File: config.mk
export PLATFORM = sky130hd
export DESIGN_NAME = mem_stage
export DESIGN_NICKNAME = d
export VERILOG_FILES = /design/src/rv_memstage_pkg.sv /design/src/amo_alu.sv /design/src/mem_stage.sv
export VERILOG_INCLUDE_DIRS = /design/src
export SDC_FILE = /design/constraint.sdc
export NUM_CORES = 1
export LEC_CHECK = 0
export ABC_AREA = 1
export CORE_MARGIN = 4
export CORE_UTILIZATION = 30
export CTS_CLUSTER_DIAMETER = 120
export DETAILED_ROUTE_END_ITERATION = 8
export DONT_BUFFER_PORTS = 1
export GPL_TIMING_DRIVEN = 0
export SETUP_SLACK_MARGIN = 0.15
export SLEW_MARGIN = 25
export SYNTH_ARGS = -nofsm -noshare
export SYNTH_HDL_FRONTEND = slang
export SYNTH_SLANG_ARGS = --single-unit
File: constraint.sdc
create_clock -name clk -period 6.9 [get_ports clk]
set_clock_uncertainty 0.1 [all_clocks]
set_input_delay 1.38 -clock clk [delete_from_list [all_inputs] [get_ports clk]]
set_output_delay 1.38 -clock clk [all_outputs]
set_load 0.05 [all_outputs]
File: src/rv_memstage_macros.svh
`ifndef RV_MEMSTAGE_MACROS_SVH
`define RV_MEMSTAGE_MACROS_SVH

// data and address width
`define XLEN 32

// depth of the data memory in words
`define MEM_WORDS 1024

// cycles from an accepted request to its response
`define MEM_LATENCY 3

`endif

File: src/rv_memstage_pkg.sv
`default_nettype none

`include "rv_memstage_macros.svh"

package rv_memstage_pkg;

    typedef logic [`XLEN-1:0] uint_x;

    typedef enum logic [1:0] {
        MEM_NONE,
        MEM_LOAD,
        MEM_STORE,
        MEM_ATOMIC
    } mem_op_e;

    // a-extension sub-operations
    typedef enum logic [3:0] {
        AMO_LR,
        AMO_SC,
        AMO_SWAP,
        AMO_ADD,
        AMO_XOR,
        AMO_AND,
        AMO_OR,
        AMO_MIN,
        AMO_MAX
    } aext_op_e;

    typedef enum logic [1:0] {
        SIZE_B,
        SIZE_H,
        SIZE_W
    } mem_size_e;

    typedef enum logic {
        OP_SIGNED,
        OP_UNSIGNED
    } sign_e;

    // mcause codes
    typedef enum logic [3:0] {
        CAUSE_LOAD_ACCESS_FAULT      = 4'd5,
        CAUSE_STORE_AMO_ACCESS_FAULT = 4'd7
    } trap_cause_e;

    typedef struct packed {
        mem_op_e   op;
        aext_op_e  a_op;
        mem_size_e size;
        sign_e     sign;
    } mem_ctrl_t;

    typedef struct packed {
        logic        valid;
        trap_cause_e cause;
    } trap_info_t;

    typedef struct packed {
        logic      valid;
        logic      wen;
        uint_x     addr;
        uint_x     wdata;  // already placed in its byte lanes
        mem_size_e size;
    } cache_req_t;

    typedef struct packed {
        logic  valid;
        logic  error;
        uint_x rdata;  // shifted down by the byte offset
    } cache_resp_t;

endpackage

`default_nettype wire

File: src/amo_alu.sv
`default_nettype none

module amo_alu
    import rv_memstage_pkg::*;
(
    input  aext_op_e a_op,
    input  sign_e    sign,
    input  uint_x    mem_rdata,
    input  uint_x    rs2_data,
    output uint_x    wdata
);

    logic mem_less;  // memory word below rs2

    always_comb begin
        if (sign == OP_SIGNED) begin
            mem_less = $signed(mem_rdata) < $signed(rs2_data);
        end else begin
            mem_less = mem_rdata < rs2_data;
        end
    end

    always_comb begin
        case (a_op)
            AMO_SWAP: wdata = rs2_data;
            AMO_ADD:  wdata = mem_rdata + rs2_data;
            AMO_XOR:  wdata = mem_rdata ^ rs2_data;
            AMO_AND:  wdata = mem_rdata & rs2_data;
            AMO_OR:   wdata = mem_rdata | rs2_data;
            AMO_MIN:  wdata = mem_less ? mem_rdata : rs2_data;
            AMO_MAX:  wdata = mem_less ? rs2_data : mem_rdata;
            default:  wdata = rs2_data;  // lr, sc write rs2 as is
        endcase
    end

endmodule

`default_nettype wire

File: src/mem_stage.sv
`default_nettype none

module mem_stage
    import rv_memstage_pkg::*;
(
    input  logic        clk,
    input  logic        reset,
    input  logic        valid,
    input  mem_ctrl_t   ctrl,
    input  uint_x       alu_out,
    input  uint_x       rs2_data,
    input  trap_info_t  trapinfo,
    output trap_info_t  next_trapinfo,
    output uint_x       next_mem_rdata,
    output logic        is_stall,
    output cache_req_t  req,
    input  logic        req_ready,
    input  cache_resp_t resp
);

    localparam int XW = $bits(uint_x);

    typedef enum logic [1:0] {
        S_IDLE,
        S_WAIT_READY,
        S_WAIT_READ,
        S_WAIT_WRITE
    } state_e;

    state_e state;
    logic   done;        // instruction finished, waiting for the pipeline
    logic   amo_write;   // second phase of a read-modify-write
    logic   saved_error;
    uint_x  saved_rdata;
    logic   sc_ok;
    logic   resv_valid;
    uint_x  resv_addr;

    uint_x  amo_wdata;
    uint_x  store_word;
    uint_x  rdata_fmt;
    logic   is_lr;
    logic   is_sc;
    logic   is_rmw;
    logic   is_load_like;

    assign is_lr        = ctrl.op == MEM_ATOMIC && ctrl.a_op == AMO_LR;
    assign is_sc        = ctrl.op == MEM_ATOMIC && ctrl.a_op == AMO_SC;
    assign is_rmw       = ctrl.op == MEM_ATOMIC && !is_lr && !is_sc;
    assign is_load_like = ctrl.op == MEM_LOAD || is_lr;

    amo_alu u_amo_alu (
        .a_op      (ctrl.a_op),
        .sign      (ctrl.sign),
        .mem_rdata (saved_rdata),
        .rs2_data  (rs2_data),
        .wdata     (amo_wdata)
    );

    assign store_word = amo_write ? amo_wdata : rs2_data;

    assign req.valid = state == S_WAIT_READY;
    assign req.wen   = ctrl.op == MEM_STORE || is_sc || amo_write;
    assign req.addr  = alu_out;
    assign req.wdata = store_word << {alu_out[1:0], 3'b000};  // into its lanes
    assign req.size  = ctrl.op == MEM_ATOMIC ? SIZE_W : ctrl.size;

    assign is_stall = valid && ctrl.op != MEM_NONE && (state != S_IDLE || !done);

    always_comb begin
        rdata_fmt = '0;
        case (ctrl.op)
            MEM_LOAD: begin
                case (ctrl.size)
                    SIZE_B: begin
                        rdata_fmt = {{(XW-8){ctrl.sign == OP_SIGNED && saved_rdata[7]}},
                                     saved_rdata[7:0]};
                    end
                    SIZE_H: begin
                        rdata_fmt = {{(XW-16){ctrl.sign == OP_SIGNED && saved_rdata[15]}},
                                     saved_rdata[15:0]};
                    end
                    default: rdata_fmt = saved_rdata;
                endcase
            end
            MEM_ATOMIC: begin
                if (is_sc) begin
                    rdata_fmt = sc_ok ? '0 : uint_x'(1);
                end else begin
                    rdata_fmt = saved_rdata;  // lr and amo give the old word
                end
            end
            default: rdata_fmt = '0;
        endcase
    end

    assign next_mem_rdata = rdata_fmt;

    always_comb begin
        if (ctrl.op == MEM_NONE) begin
            next_trapinfo = trapinfo;
        end else begin
            next_trapinfo.valid = saved_error;
            next_trapinfo.cause = is_load_like ? CAUSE_LOAD_ACCESS_FAULT
                                               : CAUSE_STORE_AMO_ACCESS_FAULT;
        end
    end

    always_ff @(posedge clk) begin
        if (reset) begin
            state       <= S_IDLE;
            done        <= 1'b0;
            amo_write   <= 1'b0;
            saved_error <= 1'b0;
            resv_valid  <= 1'b0;
        end else if (!valid || ctrl.op == MEM_NONE) begin
            state     <= S_IDLE;
            done      <= 1'b0;
            amo_write <= 1'b0;
        end else begin
            case (state)
                S_IDLE: begin
                    if (!done) begin
                        amo_write   <= 1'b0;
                        saved_error <= 1'b0;
                        if (is_sc) begin
                            resv_valid <= 1'b0;  // any sc drops the reservation
                            if (resv_valid && resv_addr == alu_out) begin
                                sc_ok <= 1'b1;
                                state <= S_WAIT_READY;
                            end else begin
                                sc_ok <= 1'b0;
                                done  <= 1'b1;
                            end
                        end else begin
                            if (is_lr) begin
                                resv_valid <= 1'b1;
                                resv_addr  <= alu_out;
                            end
                            state <= S_WAIT_READY;
                        end
                    end
                end
                S_WAIT_READY: begin
                    if (req_ready) begin
                        state <= req.wen ? S_WAIT_WRITE : S_WAIT_READ;
                    end
                end
                S_WAIT_READ: begin
                    if (resp.valid) begin
                        saved_rdata <= resp.rdata;
                        saved_error <= resp.error;
                        if (is_rmw && !resp.error) begin
                            amo_write <= 1'b1;
                            state     <= S_WAIT_READY;
                        end else begin
                            state <= S_IDLE;
                            done  <= 1'b1;
                        end
                    end
                end
                default: begin  // write response
                    if (resp.valid) begin
                        saved_error <= resp.error;
                        state       <= S_IDLE;
                        done        <= 1'b1;
                    end
                end
            endcase
        end
    end

endmodule

`default_nettype wire

# [Word level (Yosys, flattened, before mapping)]
# Index checks and enable logic that the tools add are counted.
[classes] eq_ne=20 addsub=1 n_shift=1 mux=37 n_reduce_logical=39 n_lt_le_gt_ge=2 bitwise=9
[ops] operator="one-hot mux 32 bit (6 select lines)" count=1
[ops] operator="2-to-1 mux 32 bit" count=4
[ops] operator="one-hot mux 32 bit (2 select lines)" count=2
[ops] operator="less-than comparator 32 bit" count=2
[ops] operator="adder 32 bit" count=1
[ops] operator="bitwise AND 32 bit" count=1
[ops] operator="equality test 32 bit" count=1
[ops] operator="bitwise OR 32 bit" count=1
[ops] operator="left shift 32 x 5 -> 32 bit" count=1
[ops] operator="XOR 32 bit" count=1
[ops] operator="AND reduction 4 bit" count=5
[ops] operator="2-to-1 mux 1 bit" count=17
[ops] operator="equality test 4 x 3 -> 1 bit, second input constant" count=4
[ops] operator="2-to-1 mux 2 bit" count=8
[ops] operator="logical AND 1 bit" count=10
[ops] operator="AND reduction 5 bit" count=2
[ops] operator="nonzero test 2 bit" count=5
[ops] operator="inequality test 2 bit, second input constant" count=4
[ops] operator="equality test 2 x 1 -> 1 bit, second input constant" count=3
[ops] operator="equality test 2 bit, second input constant" count=3
[ops] operator="logical NOT 2 bit" count=3
[ops] operator="inverter 1 bit" count=6
[ops] operator="one-hot mux 2 bit (3 select lines)" count=1
[ops] operator="AND reduction 6 bit" count=1
[ops] operator="other kinds (13)" count=22
[totals] inputBits=116 wordCells=117 out_inout_bits=106 ff_bits=71

# [Logic depth before layout (Yosys ltp)]
# Gate-level depths: netlist of the first run.
[depth] word_depth=9 mapped_depth=24 depth_no_buf=24

# [Hierarchy]
# A second synthesis of the first run with hierarchy kept.
[unflattened] hier_cells=1695 area_unflattened_um2=10462.5
[by_module_without_submodules] module="amo_alu" n_inst=1 seq_area_each_um2=0.0 area_each_um2=5607.9 cells_per_inst=1057
[by_module_without_submodules] module="mem_stage" n_inst=1 seq_area_each_um2=2072.0 area_each_um2=4854.7 cells_per_inst=638

# [Least setup slack after synthesis of the first run]
# OpenSTA, ideal clock, no wires.
[synth_timing] path_kind="input-to-reg" start="input ctrl[7] (netlist bit)" end="register saved_rdata[0] (enable)" path_slack_ns=1.214 stages=6 path_buffers=1 required_time_ns=6.299 setup_time_ns=0.501 arrival_ns=5.085 path_cell_list="nor2_1 inv_1 nand2_1 or2_2 clkbuf_1 nor4_1"
[synth_between] elab_chain_cells=4
[synth_rtl] item="start: declaration" line_no="mem_stage.sv:9" text="input mem_ctrl_t ctrl,"
[synth_rtl] item="logical NOT 2 bit" line_no="mem_stage.sv:116" text="end else if (!valid || ctrl.op == MEM_NONE) begin"
[synth_rtl] item="logical OR 1 bit" line_no="mem_stage.sv:116"
[synth_rtl] item="inverter 1 bit (no line)"
[synth_rtl] item="AND reduction 4 bit (no line)"
[synth_rtl] item="end signal: assignment" line_no="mem_stage.sv:151" text="saved_rdata <= resp.rdata;"
[synth_rtl] item="end: declaration" line_no="mem_stage.sv:34" text="uint_x saved_rdata;"
# Every way passes these cells.
# A chain may end at the register's enable or synchronous reset.

==> run summary, run 1 <==
status -> completed
xor/xnor share of the synthesized area -> 0.716%
unrepaired setup endpoints after global routing -> no
row count -> 65
post-synthesis cell area -> 9780 um^2
# fillers -> 3545
Max Cap Viol -> 0
crit path kind -> input port to output pin
Static Leak -> 5.08 nW
initial antenna violation count -> 5
vias in the first global route -> 10794
Post-Synth Adder-Cell Area -> 12.5%
Finished Cell Area -> 10800 um^2
largest family of logic cells by synthesized area -> simple AND/OR/NAND/NOR gates
Slew HR -> 28.7%
Worst setup SP type -> input port
number of synthesized register bits -> 71
Die X -> 189 um
Final GP Congestion -> 1.07
Syn Nets -> 1766
Synth-to-Final Area Change -> 10.4%
Critical Path Start -> rs2_data[15]
core area -> 31900 um^2
diodes inserted -> 0
fmax -> 155 MHz
max-slew violation count -> 0
DR WL/cell -> 23.4 um
Finished Core Util -> 33.9%
R2R depth -> 8
Post-CTS Resized -> 0
DR vias -> 11155
nature of the critical path endpoint -> output pin
DR iter-0 viols -> 1156
Least-Margin Pin Slew -> 1.07 ns
power per cell area -> 142 nW/um^2
Critical Path RT -> 5.42 ns
Total GRT Usage -> 25.4%
VDD IR-drop max -> 93.0 uV
Synth Area in Compound Gates -> 14.7%
Initial Util -> 30.7%
cts bufs inserted -> 9
Hold EP -> amo_write
total gr overflow -> 0
port bufs -> 0
drt drc -> 0
dpl hpwl -> 38600 um
post-synthesis mux area share -> 0%
wirelength, routed -> 47200 um
Final min period -> 6.46 ns
Tcrit/Tclk final -> 93.6%
hold depth -> 2
first-pass GRT wire length -> 67700 um
most common cell after layout, fill and taps aside -> nand2_1
final hold vios -> 0
EDFF count, synth -> 65
R2R Path End -> resv_addr[10]
library cells used by synthesis -> 55
CTS tree -> yes
Post-CTS Setup Bufs -> 0
Async S/R FF share, synth -> 0%
I/O pins -> 222
nets -> 1788
clock root buffer -> clkbuf_16
Cell Area, Placed -> 10500 um^2
Arr. time, crit path -> 4.98 ns
drt pass-1 iters -> 6
clock net sink count -> 71
prevailing post-synth register cell -> edfxtp_1
Reg2Reg Setup Slack -> 4.36 ns
syn avg cell area -> 6.30 um^2
clk_lat worst skew -> 0.36 ns
simple-gate share of the synthesized area -> 37.2%
CTS Hold Bufs -> 0
reg2reg start -> state[1]
H-tree depth -> 3
final antenna-violating net count -> 0
Max Root-Sink Buffers -> 2
beginning of the worst hold path -> amo_write
die area -> 35600 um^2
height of the die -> 189 um
most frequent cells in the layout -> nand2_1, inv_1, nand3_1
Worst Hold Class -> flop to flop
via density per instance -> 5.54
Final setup viols -> 0
crit-path max FO -> 9
share of layout cells above drive strength 1 -> 9.24%
Yosys Warn Count -> 0
pin count of the biggest net entering global routing -> 15
Cells after Synth -> 1553
clk slew on worst S/H paths -> 0.06 ns
sequential share of the synthesized area -> 21.2%
-- worst max path at each step --
stage | depth (start not counted) | to
2_1_floorplan | 6 | saved_rdata[0]
6_report | 16 | req[14]
5_1_grt | 19 | req[14]
3_5_place_dp | 14 | req[14]
3_3_place_gp | 6 | saved_rdata[22]
4_1_cts | 14 | req[14]
-- metrics by stage --
stage                     cells  hold WS (ns)  TNS (ns)  power [mW]  worst slack, ns
after floorplan            1553         0.328         0       0.856             1.21
after global placement     1988         0.370    -60.88       0.975            -1.44
after detailed placement   1999         0.376         0       0.981            0.562
after CTS                  2015         0.391         0        1.53            0.559
after global routing       2015         0.426         0        1.59            0.284
final                      2015         0.388         0        1.53            0.444
-- sequential cells by signal, summed over array words and instances (netlist names) --
register	cells
saved_rdata	32
resv_valid	1
state	2
saved_error	1
sc_ok	1
resv_addr	32
amo_write	1
done	1
-- power by group --
| part | switching [mW] | leakage [nW] | internal (mW) |
|---|---|---|---|
| clock network | 0.223 | 0.158 | 0.322 |
| registers | 0.00163 | 0.631 | 0.471 |
| logic | 0.400 | 4.29 | 0.111 |
| total | 0.624 | 5.08 | 0.903 |
-- cells by family after synthesis --
logic type      Yosys count
xor+xnor                  8
fa+ha+maj                97
simple gates            816
flops                    71
buf+inv                 308
compound gates          253
-- cell usage after synthesis (6+ instances only) --
master	instances	area, um^2
o21ai_0	80	400
buf_2	23	115
o22ai_1	28	175
clkbuf_1	25	93.8
nor2_1	152	571
nand2_1	368	1380
ha_1	96	1200
dfxtp_1	6	120
a211oi_1	13	97.6
a21oi_1	99	495
nand4_1	45	282
inv_1	211	792
nor3_1	19	95.1
o21bai_1	6	45.0
xor2_1	7	61.3
nor4_1	15	93.8
inv_2	9	33.8
nand3b_1	10	75.1
buf_4	34	255
edfxtp_1	65	1950
nand3_1	170	851
or2_2	15	93.8
-- worst max-delay path, cell delays in order --
cell     delay [ns]
inv_1          0.06
ha_1           0.43
inv_1          0.10
a21oi_1        0.17
o21ai_0        0.13
a21oi_1        0.16
nand2_1        0.14
nand2_2        0.12
nand2_2        0.07
nand2_4        0.13
nand2_4        0.10
nor2_2         0.58
nand2_1        0.11
nand4_1        0.21
nand3_1        0.18
a21oi_1        0.89
-- metal layers --
metal  share of wire, %  track usage, %  up-vias
met5               0.16               0        -
met4                5.8            13.0       10
met3                 10            7.19      149
met2                 44            40.3      674
met1                 40            31.7     5135
li1                   -               -     5187
-- layout make-up --
cell class	count	area [um^2]	share of cell area, %
Inverter	221	830	7.69
Clock inverter	7	105	0.974
Clock buffer	9	225	2.09
Sequential cell	71	2070	19.2
Timing Repair Buffer	11	57.6	0.533
Multi-Input combinational cell	1174	6450	59.8
Buffer	87	505	4.68
Tap cell	435	544	5.04
No activity file was read; power rests on OpenSTA's default activity.
==> run 2, diff against run 1 <==
Settings changed: CELL_PAD_IN_SITES_DETAIL_PLACEMENT from default to 1, CELL_PAD_IN_SITES_GLOBAL_PLACEMENT from default to 1, PLACE_DENSITY_LB_ADDON from default to 0.1.
==> run 2 against run 1 <==
Net effect: final area barely moved; fmax rose by 0.33%; global-route usage up 1.8 points; worst hold slack got worse by 0.021 ns; highest routed layer unchanged; clock-buffer cell count grew 1; critical path depth grew 1; routed wire length is 6.2% higher; combinational power grew 1%; sequential share of layout area about the same; register-to-register slack worse by 0.13 ns; sequential cell count did not move; critical endpoint is now req[16]; non-clock buffer count unchanged.
==> run summary, run 2 (synthesis results as in run 1) <==
initial antenna violation count -> 0 (was 5)
critical path's most frequent cell -> nand2_1 (was a21oi_1)
Worst Hold Class -> flop to flop (unchanged)
Min Hold Slack -> 0.367 ns (was 0.388 ns)
Sw Ratio -> 42.3% (was 40.9%)
port bufs -> 0 (unchanged)
wirelength, routed -> 50200 um (was 47200 um)
Post-CTS Setup Bufs -> 0 (unchanged)
H-tree depth -> 3 (unchanged)
status -> completed (unchanged)
R2R Path End -> resv_addr[5] (was resv_addr[10])
Max stage delay cell, worst path -> nor2_1 (was a21oi_1)
Initial Util -> 30.7% (unchanged)
Final GP Congestion -> 0.948 (was 1.07)
fmax -> 155 MHz (about the same)
dpl hpwl -> 41300 um (was 38600 um)
height of the die -> 189 um (unchanged)
clock network power share -> 33.9% (was 35.7%)
Comb power frac -> 34.5% (was 33.4%)
Reg2Reg Setup Slack -> 4.23 ns (was 4.36 ns)
Seq pwr share -> 31.5% (was 30.9%)
Pint -> 0.865 mW (was 0.903 mW)
power per cell area -> 139 nW/um^2 (was 142 nW/um^2)
Final min period -> 6.43 ns (was 6.46 ns)
nets -> 1788 (unchanged)
first-pass GRT wire length -> 72000 um (was 67700 um)
clk_lat worst skew -> 0.37 ns (was 0.36 ns)
share of layout cells above drive strength 1 -> 9.49% (was 9.24%)
Tcrit/Tclk final -> 93.3% (was 93.6%)
clock root buffer -> clkbuf_16 (unchanged)
crit path kind -> input port to output pin (unchanged)
VDD IR-drop max -> 140 uV (was 93.0 uV)
clock net sink count -> 71 (unchanged)
via density per instance -> 5.49 (was 5.54)
largest registers -> resv_addr x32, saved_rdata x32, state x2 (unchanged)
DR WL/cell -> 24.9 um (was 23.4 um)
Arr. time, crit path -> 4.95 ns (was 4.98 ns)
CP cell instances -> inv_1 -> ha_1 -> buf_2 -> nor2_1 -> and3_1 -> nand2_1 -> nand2_1 -> nand2_1 -> nand2_1 -> nand2_2 -> nand3_4 -> nand2_4 -> nor2_2 -> o21ai_0 -> nand3_1 -> nand2_1 -> nor2_1 (was inv_1 -> ha_1 -> inv_1 -> a21oi_1 -> o21ai_0 -> a21oi_1 -> nand2_1 -> nand2_2 -> nand2_2 -> nand2_4 -> nand2_4 -> nor2_2 -> nand2_1 -> nand4_1 -> nand3_1 -> a21oi_1)
Cell Area, Placed -> 10500 um^2 (about the same)
Synth-to-Final Area Change -> 10.3% (was 10.4%)
Finished Cell Area -> 10800 um^2 (about the same)
unrepaired setup endpoints after global routing -> no (unchanged)
Pwr Total -> 1.50 mW (was 1.53 mW)
vias in the first global route -> 11112 (was 10794)
row count -> 65 (unchanged)
core area -> 31900 um^2 (unchanged)
Post-CTS Resized -> 0 (unchanged)
Critical Path Start -> rs2_data[7] (was rs2_data[15])
Crit path depth -> 17 (was 16)
Final setup viols -> 0 (unchanged)
drt drc -> 0 (unchanged)
nature of the critical path endpoint -> output pin (unchanged)
final hold vios -> 0 (unchanged)
Max Root-Sink Buffers -> 2 (unchanged)
DR vias -> 11065 (was 11155)
Die X -> 189 um (unchanged)
R2R depth -> 8 (unchanged)
TNS Setup -> 0 ns (unchanged)
most frequent cells in the layout -> nand2_1, inv_1, nand3_1 (unchanged)
footprint of the multi-input gates -> 6470 um^2 (was 6450 um^2)
final antenna-violating net count -> 0 (unchanged)
Top delay family on crit path -> simple AND/OR/NAND/NOR gates (unchanged)
reg2reg start -> state[0] (was state[1])
Worst setup SP type -> input port (unchanged)
CTS Hold Bufs -> 0 (unchanged)
clk slew on worst S/H paths -> 0.06 ns (about the same)
pin count of the biggest net entering global routing -> 14 (was 15)
slowest stage delay, CP -> 0.70 ns (was 0.89 ns)
Worst Path Buf+Inv -> 2 (unchanged)
crit path to -> req[16] (was req[14])
CTS tree -> yes (unchanged)
cts bufs inserted -> 9 (unchanged)
Total GRT Usage -> 27.3% (was 25.4%)
crit-path max FO -> 9 (unchanged)
Max Cap Viol -> 0 (unchanged)
Static Leak -> 5.07 nW (was 5.08 nW)
die area -> 35600 um^2 (unchanged)
Slew HR -> 25.5% (was 28.7%)
DR iter-0 viols -> 921 (was 1156)
I/O pins -> 222 (unchanged)
total gr overflow -> 0 (unchanged)
diodes inserted -> 0 (unchanged)
Least-Margin Pin Slew -> 1.11 ns (was 1.07 ns)
max-slew violation count -> 0 (unchanged)
NetSw -> 0.633 mW (was 0.624 mW)
# fillers -> 4260 (was 3545)
most common cell after layout, fill and taps aside -> nand2_1 (unchanged)
Critical Path RT -> 5.42 ns (about the same)
register area -> 2070 um^2 (unchanged)
drt pass-1 iters -> 5 (was 6)
## run 2: power by group through the flow
stage               clock (mW)  combinational [mW]  sequential (mW)
CTS                      0.521               0.511            0.472
global route             0.540               0.551            0.472
detailed placement           0               0.509            0.482
floorplan                    0               0.375            0.481
finish                   0.508               0.518            0.472
global placement             0               0.500            0.482
## run 2: routing by layer
metal  GRT usage [%]  share of wire [%]
met4            9.84                3.5
met5            1.24               0.10
met2            43.9                 45
met1            35.4                 42
met3            7.04                9.3
## run 2: worst min-delay path, stage by stage, from the launching register on
cell	delay [ns]
dfxtp_1	0.30
inv_1	0.06
a211oi_1	0.07
## run 2: worst min-delay path by stage
stage | slack (ns) | to | from | cells past startpoint
floorplan | 0.33 | saved_error | saved_error | 2
global placement | 0.35 | saved_error | saved_error | 2
detailed placement | 0.36 | saved_error | saved_error | 2
CTS | 0.37 | saved_error | saved_error | 2
global route | 0.39 | saved_error | saved_error | 2
finish | 0.37 | saved_error | saved_error | 2
## run 2: metrics by stage
stage	setup slack, ns	util [%]	std cells
2_1_floorplan	1.21	-	1553
3_3_place_gp	-1.56	32.4	1988
3_5_place_dp	0.594	32.9	1999
4_1_cts	0.591	33.8	2015
5_1_grt	0.254	33.8	2015
6_report	0.466	33.8	2015
## run 2: area by class of cell
class                           count  area share [%]
Multi-Input combinational cell   1174            60.0
Sequential cell                    71            19.2
Inverter                          221            7.69
Tap cell                          435            5.05
Buffer                             87            4.69
Clock buffer                       10            2.12
Clock inverter                      6           0.626
Timing Repair Buffer               11           0.580
==> run 3, diff against run 2 <==
Settings changed: CORE_ASPECT_RATIO from default to 1.5.
==> run 3 against run 2 <==
Net effect: first-iteration DRC count shrank 32%; critical endpoint is now req[20]; combinational power is essentially flat; register-to-register slack got worse by 0.02 ns.
==> run summary, run 3 (synthesis results as in run 1) <==
status -> completed (unchanged)
Worst setup SP type -> input port (unchanged)
Static Leak -> 5.06 nW (was 5.07 nW)
Final min period -> 6.66 ns (was 6.43 ns)
Final GP Congestion -> 0.971 (was 0.948)
clock net sink count -> 71 (unchanged)
final antenna-violating net count -> 0 (unchanged)
height of the die -> 229 um (was 189 um)
Finished Cell Area -> 10700 um^2 (was 10800 um^2)
pin count of the biggest net entering global routing -> 14 (unchanged)
Final setup viols -> 0 (unchanged)
Cell Area, Placed -> 10400 um^2 (was 10500 um^2)
wirelength, routed -> 52700 um (was 50200 um)
clock root buffer -> clkbuf_16 (unchanged)
crit path kind -> input port to output pin (unchanged)
Top Layer Used -> met5 (unchanged)
clk slew on worst S/H paths -> 0.06 ns (about the same)
Post-CTS Setup Bufs -> 0 (unchanged)
Synth-to-Final Area Change -> 9.63% (was 10.3%)
total gr overflow -> 0 (unchanged)
clk_lat worst skew -> 0.37 ns (about the same)
initial antenna violation count -> 1 (was 0)
placed cell count -> 1975 (was 1999)
nature of the critical path endpoint -> output pin (unchanged)
share of layout cells above drive strength 1 -> 8.92% (was 9.49%)
Die X -> 155 um (was 189 um)
DR iter-0 viols -> 628 (was 921)
final hold vios -> 0 (unchanged)
drt pass-1 iters -> 5 (unchanged)
die area -> 35600 um^2 (about the same)
power per cell area -> 138 nW/um^2 (was 139 nW/um^2)
VDD IR-drop max -> 137 uV (was 140 uV)
unrepaired setup endpoints after global routing -> no (unchanged)
Tcrit/Tclk final -> 96.5% (was 93.3%)
via density per instance -> 5.53 (was 5.49)
DR WL met3 -> 3340 um (was 4670 um)
drt drc -> 0 (unchanged)
row count -> 80 (was 65)
Arr. time, crit path -> 5.18 ns (was 4.95 ns)
Met2 Routed Length -> 26600 um (was 22400 um)
DR vias -> 11008 (was 11065)
crit-path max FO -> 9 (unchanged)
Worst Hold Class -> flop to flop (unchanged)
largest registers -> resv_addr x32, saved_rdata x32, state x2 (unchanged)
most frequent cells in the layout -> nand2_1, inv_1, nand3_1 (unchanged)
dpl hpwl -> 43900 um (was 41300 um)
diodes inserted -> 0 (unchanged)
Metal-1 WL -> 18500 um (was 21300 um)
first-pass GRT wire length -> 76400 um (was 72000 um)
Post-CTS Resized -> 1 (was 0)
Least-Margin Pin Slew -> 1.10 ns (was 1.11 ns)
Initial Util -> 30.5% (was 30.7%)
CTS tree -> yes (unchanged)
port bufs -> 0 (unchanged)
core area -> 32000 um^2 (was 31900 um^2)
Slew HR -> 26.3% (was 25.5%)
vias in the first global route -> 11940 (was 11112)
DR WL/cell -> 26.5 um (was 24.9 um)
fmax -> 150 MHz (was 155 MHz)
cts bufs inserted -> 9 (unchanged)
Critical Path RT -> 5.42 ns (about the same)
Total GRT Usage -> 29.0% (was 27.3%)
max-slew violation count -> 0 (unchanged)
H-tree depth -> 3 (unchanged)
Max Root-Sink Buffers -> 2 (unchanged)
most common cell after layout, fill and taps aside -> nand2_1 (unchanged)
I/O pins -> 222 (unchanged)
Max Cap Viol -> 0 (unchanged)
nets -> 1789 (was 1788)
non-filler cells, final -> 1991 (was 2015)
TNS Setup -> 0 ns (unchanged)
CTS Hold Bufs -> 0 (unchanged)
Min Hold Slack -> 0.367 ns (about the same)
[run 3: cell count changes in the layout (fill, tap and decap cells not counted), moves of 2 or more]
cell,delta
clkinv_4,+2
o21ai_2,-7
clkinv_1,+2
o22ai_2,-2
o21ai_1,+7
o22ai_1,+2
[run 3: area by class of cell]
type,count,area (um^2)
clock buffer,9,225
buffer,87,505
fill,4224,21300
multi-input combinational,1174,6430
inverter,221,830
timing repair buffer,12,70.1
sequential,71,2070
clock inverter,7,71.3
tap,410,513
[run 3: routing by layer]
layer,GRT usage [%],vias up
met4,19.9,2
met3,6.48,144
met2,52.1,389
met5,0,-
li1,-,5202
met1,29.4,5271
[run 3: metrics by stage]
stage / power, mW / utilization (%) / setup WS [ns]
6_report: 1.48 / 33.5 / 0.243
5_1_grt: 1.55 / 33.5 / 0.186
3_3_place_gp: 0.984 / 32.1 / -1.69
4_1_cts: 1.50 / 33.4 / 0.156
2_1_floorplan: 0.856 / - / 1.21
3_5_place_dp: 0.991 / 32.5 / 0.146
[run 3: worst max-delay path: stages]
cell     delay [ns]
inv_1          0.19
ha_1           0.27
buf_2          0.19
nor2_1         0.17
and3_1         0.17
nand2_1        0.07
nand2_1        0.12
nand2_1        0.06
nand2_1        0.16
nand2_2        0.11
nand3_4        0.15
nand2_4        0.10
nor2_2         0.69
o21ai_0        0.49
nand3_1        0.22
nand3_1        0.09
o21ai_1        0.53
[run 3: final timing paths]
kind	slack (ns)	endpoint	cells past startpoint	from
hold / removal	0.37	saved_error	2	saved_error
setup / recovery	0.24	req[20]	17	rs2_data[7]
setup reg to reg	4.21	resv_addr[15]	10	state[1]
hold reg to reg	0.37	saved_error	2	saved_error
[run 3: report_power, final]
group	switching, mW	internal, mW	total (mW)
registers	0.00164	0.471	0.472
logic	0.404	0.110	0.515
clock network	0.218	0.280	0.498
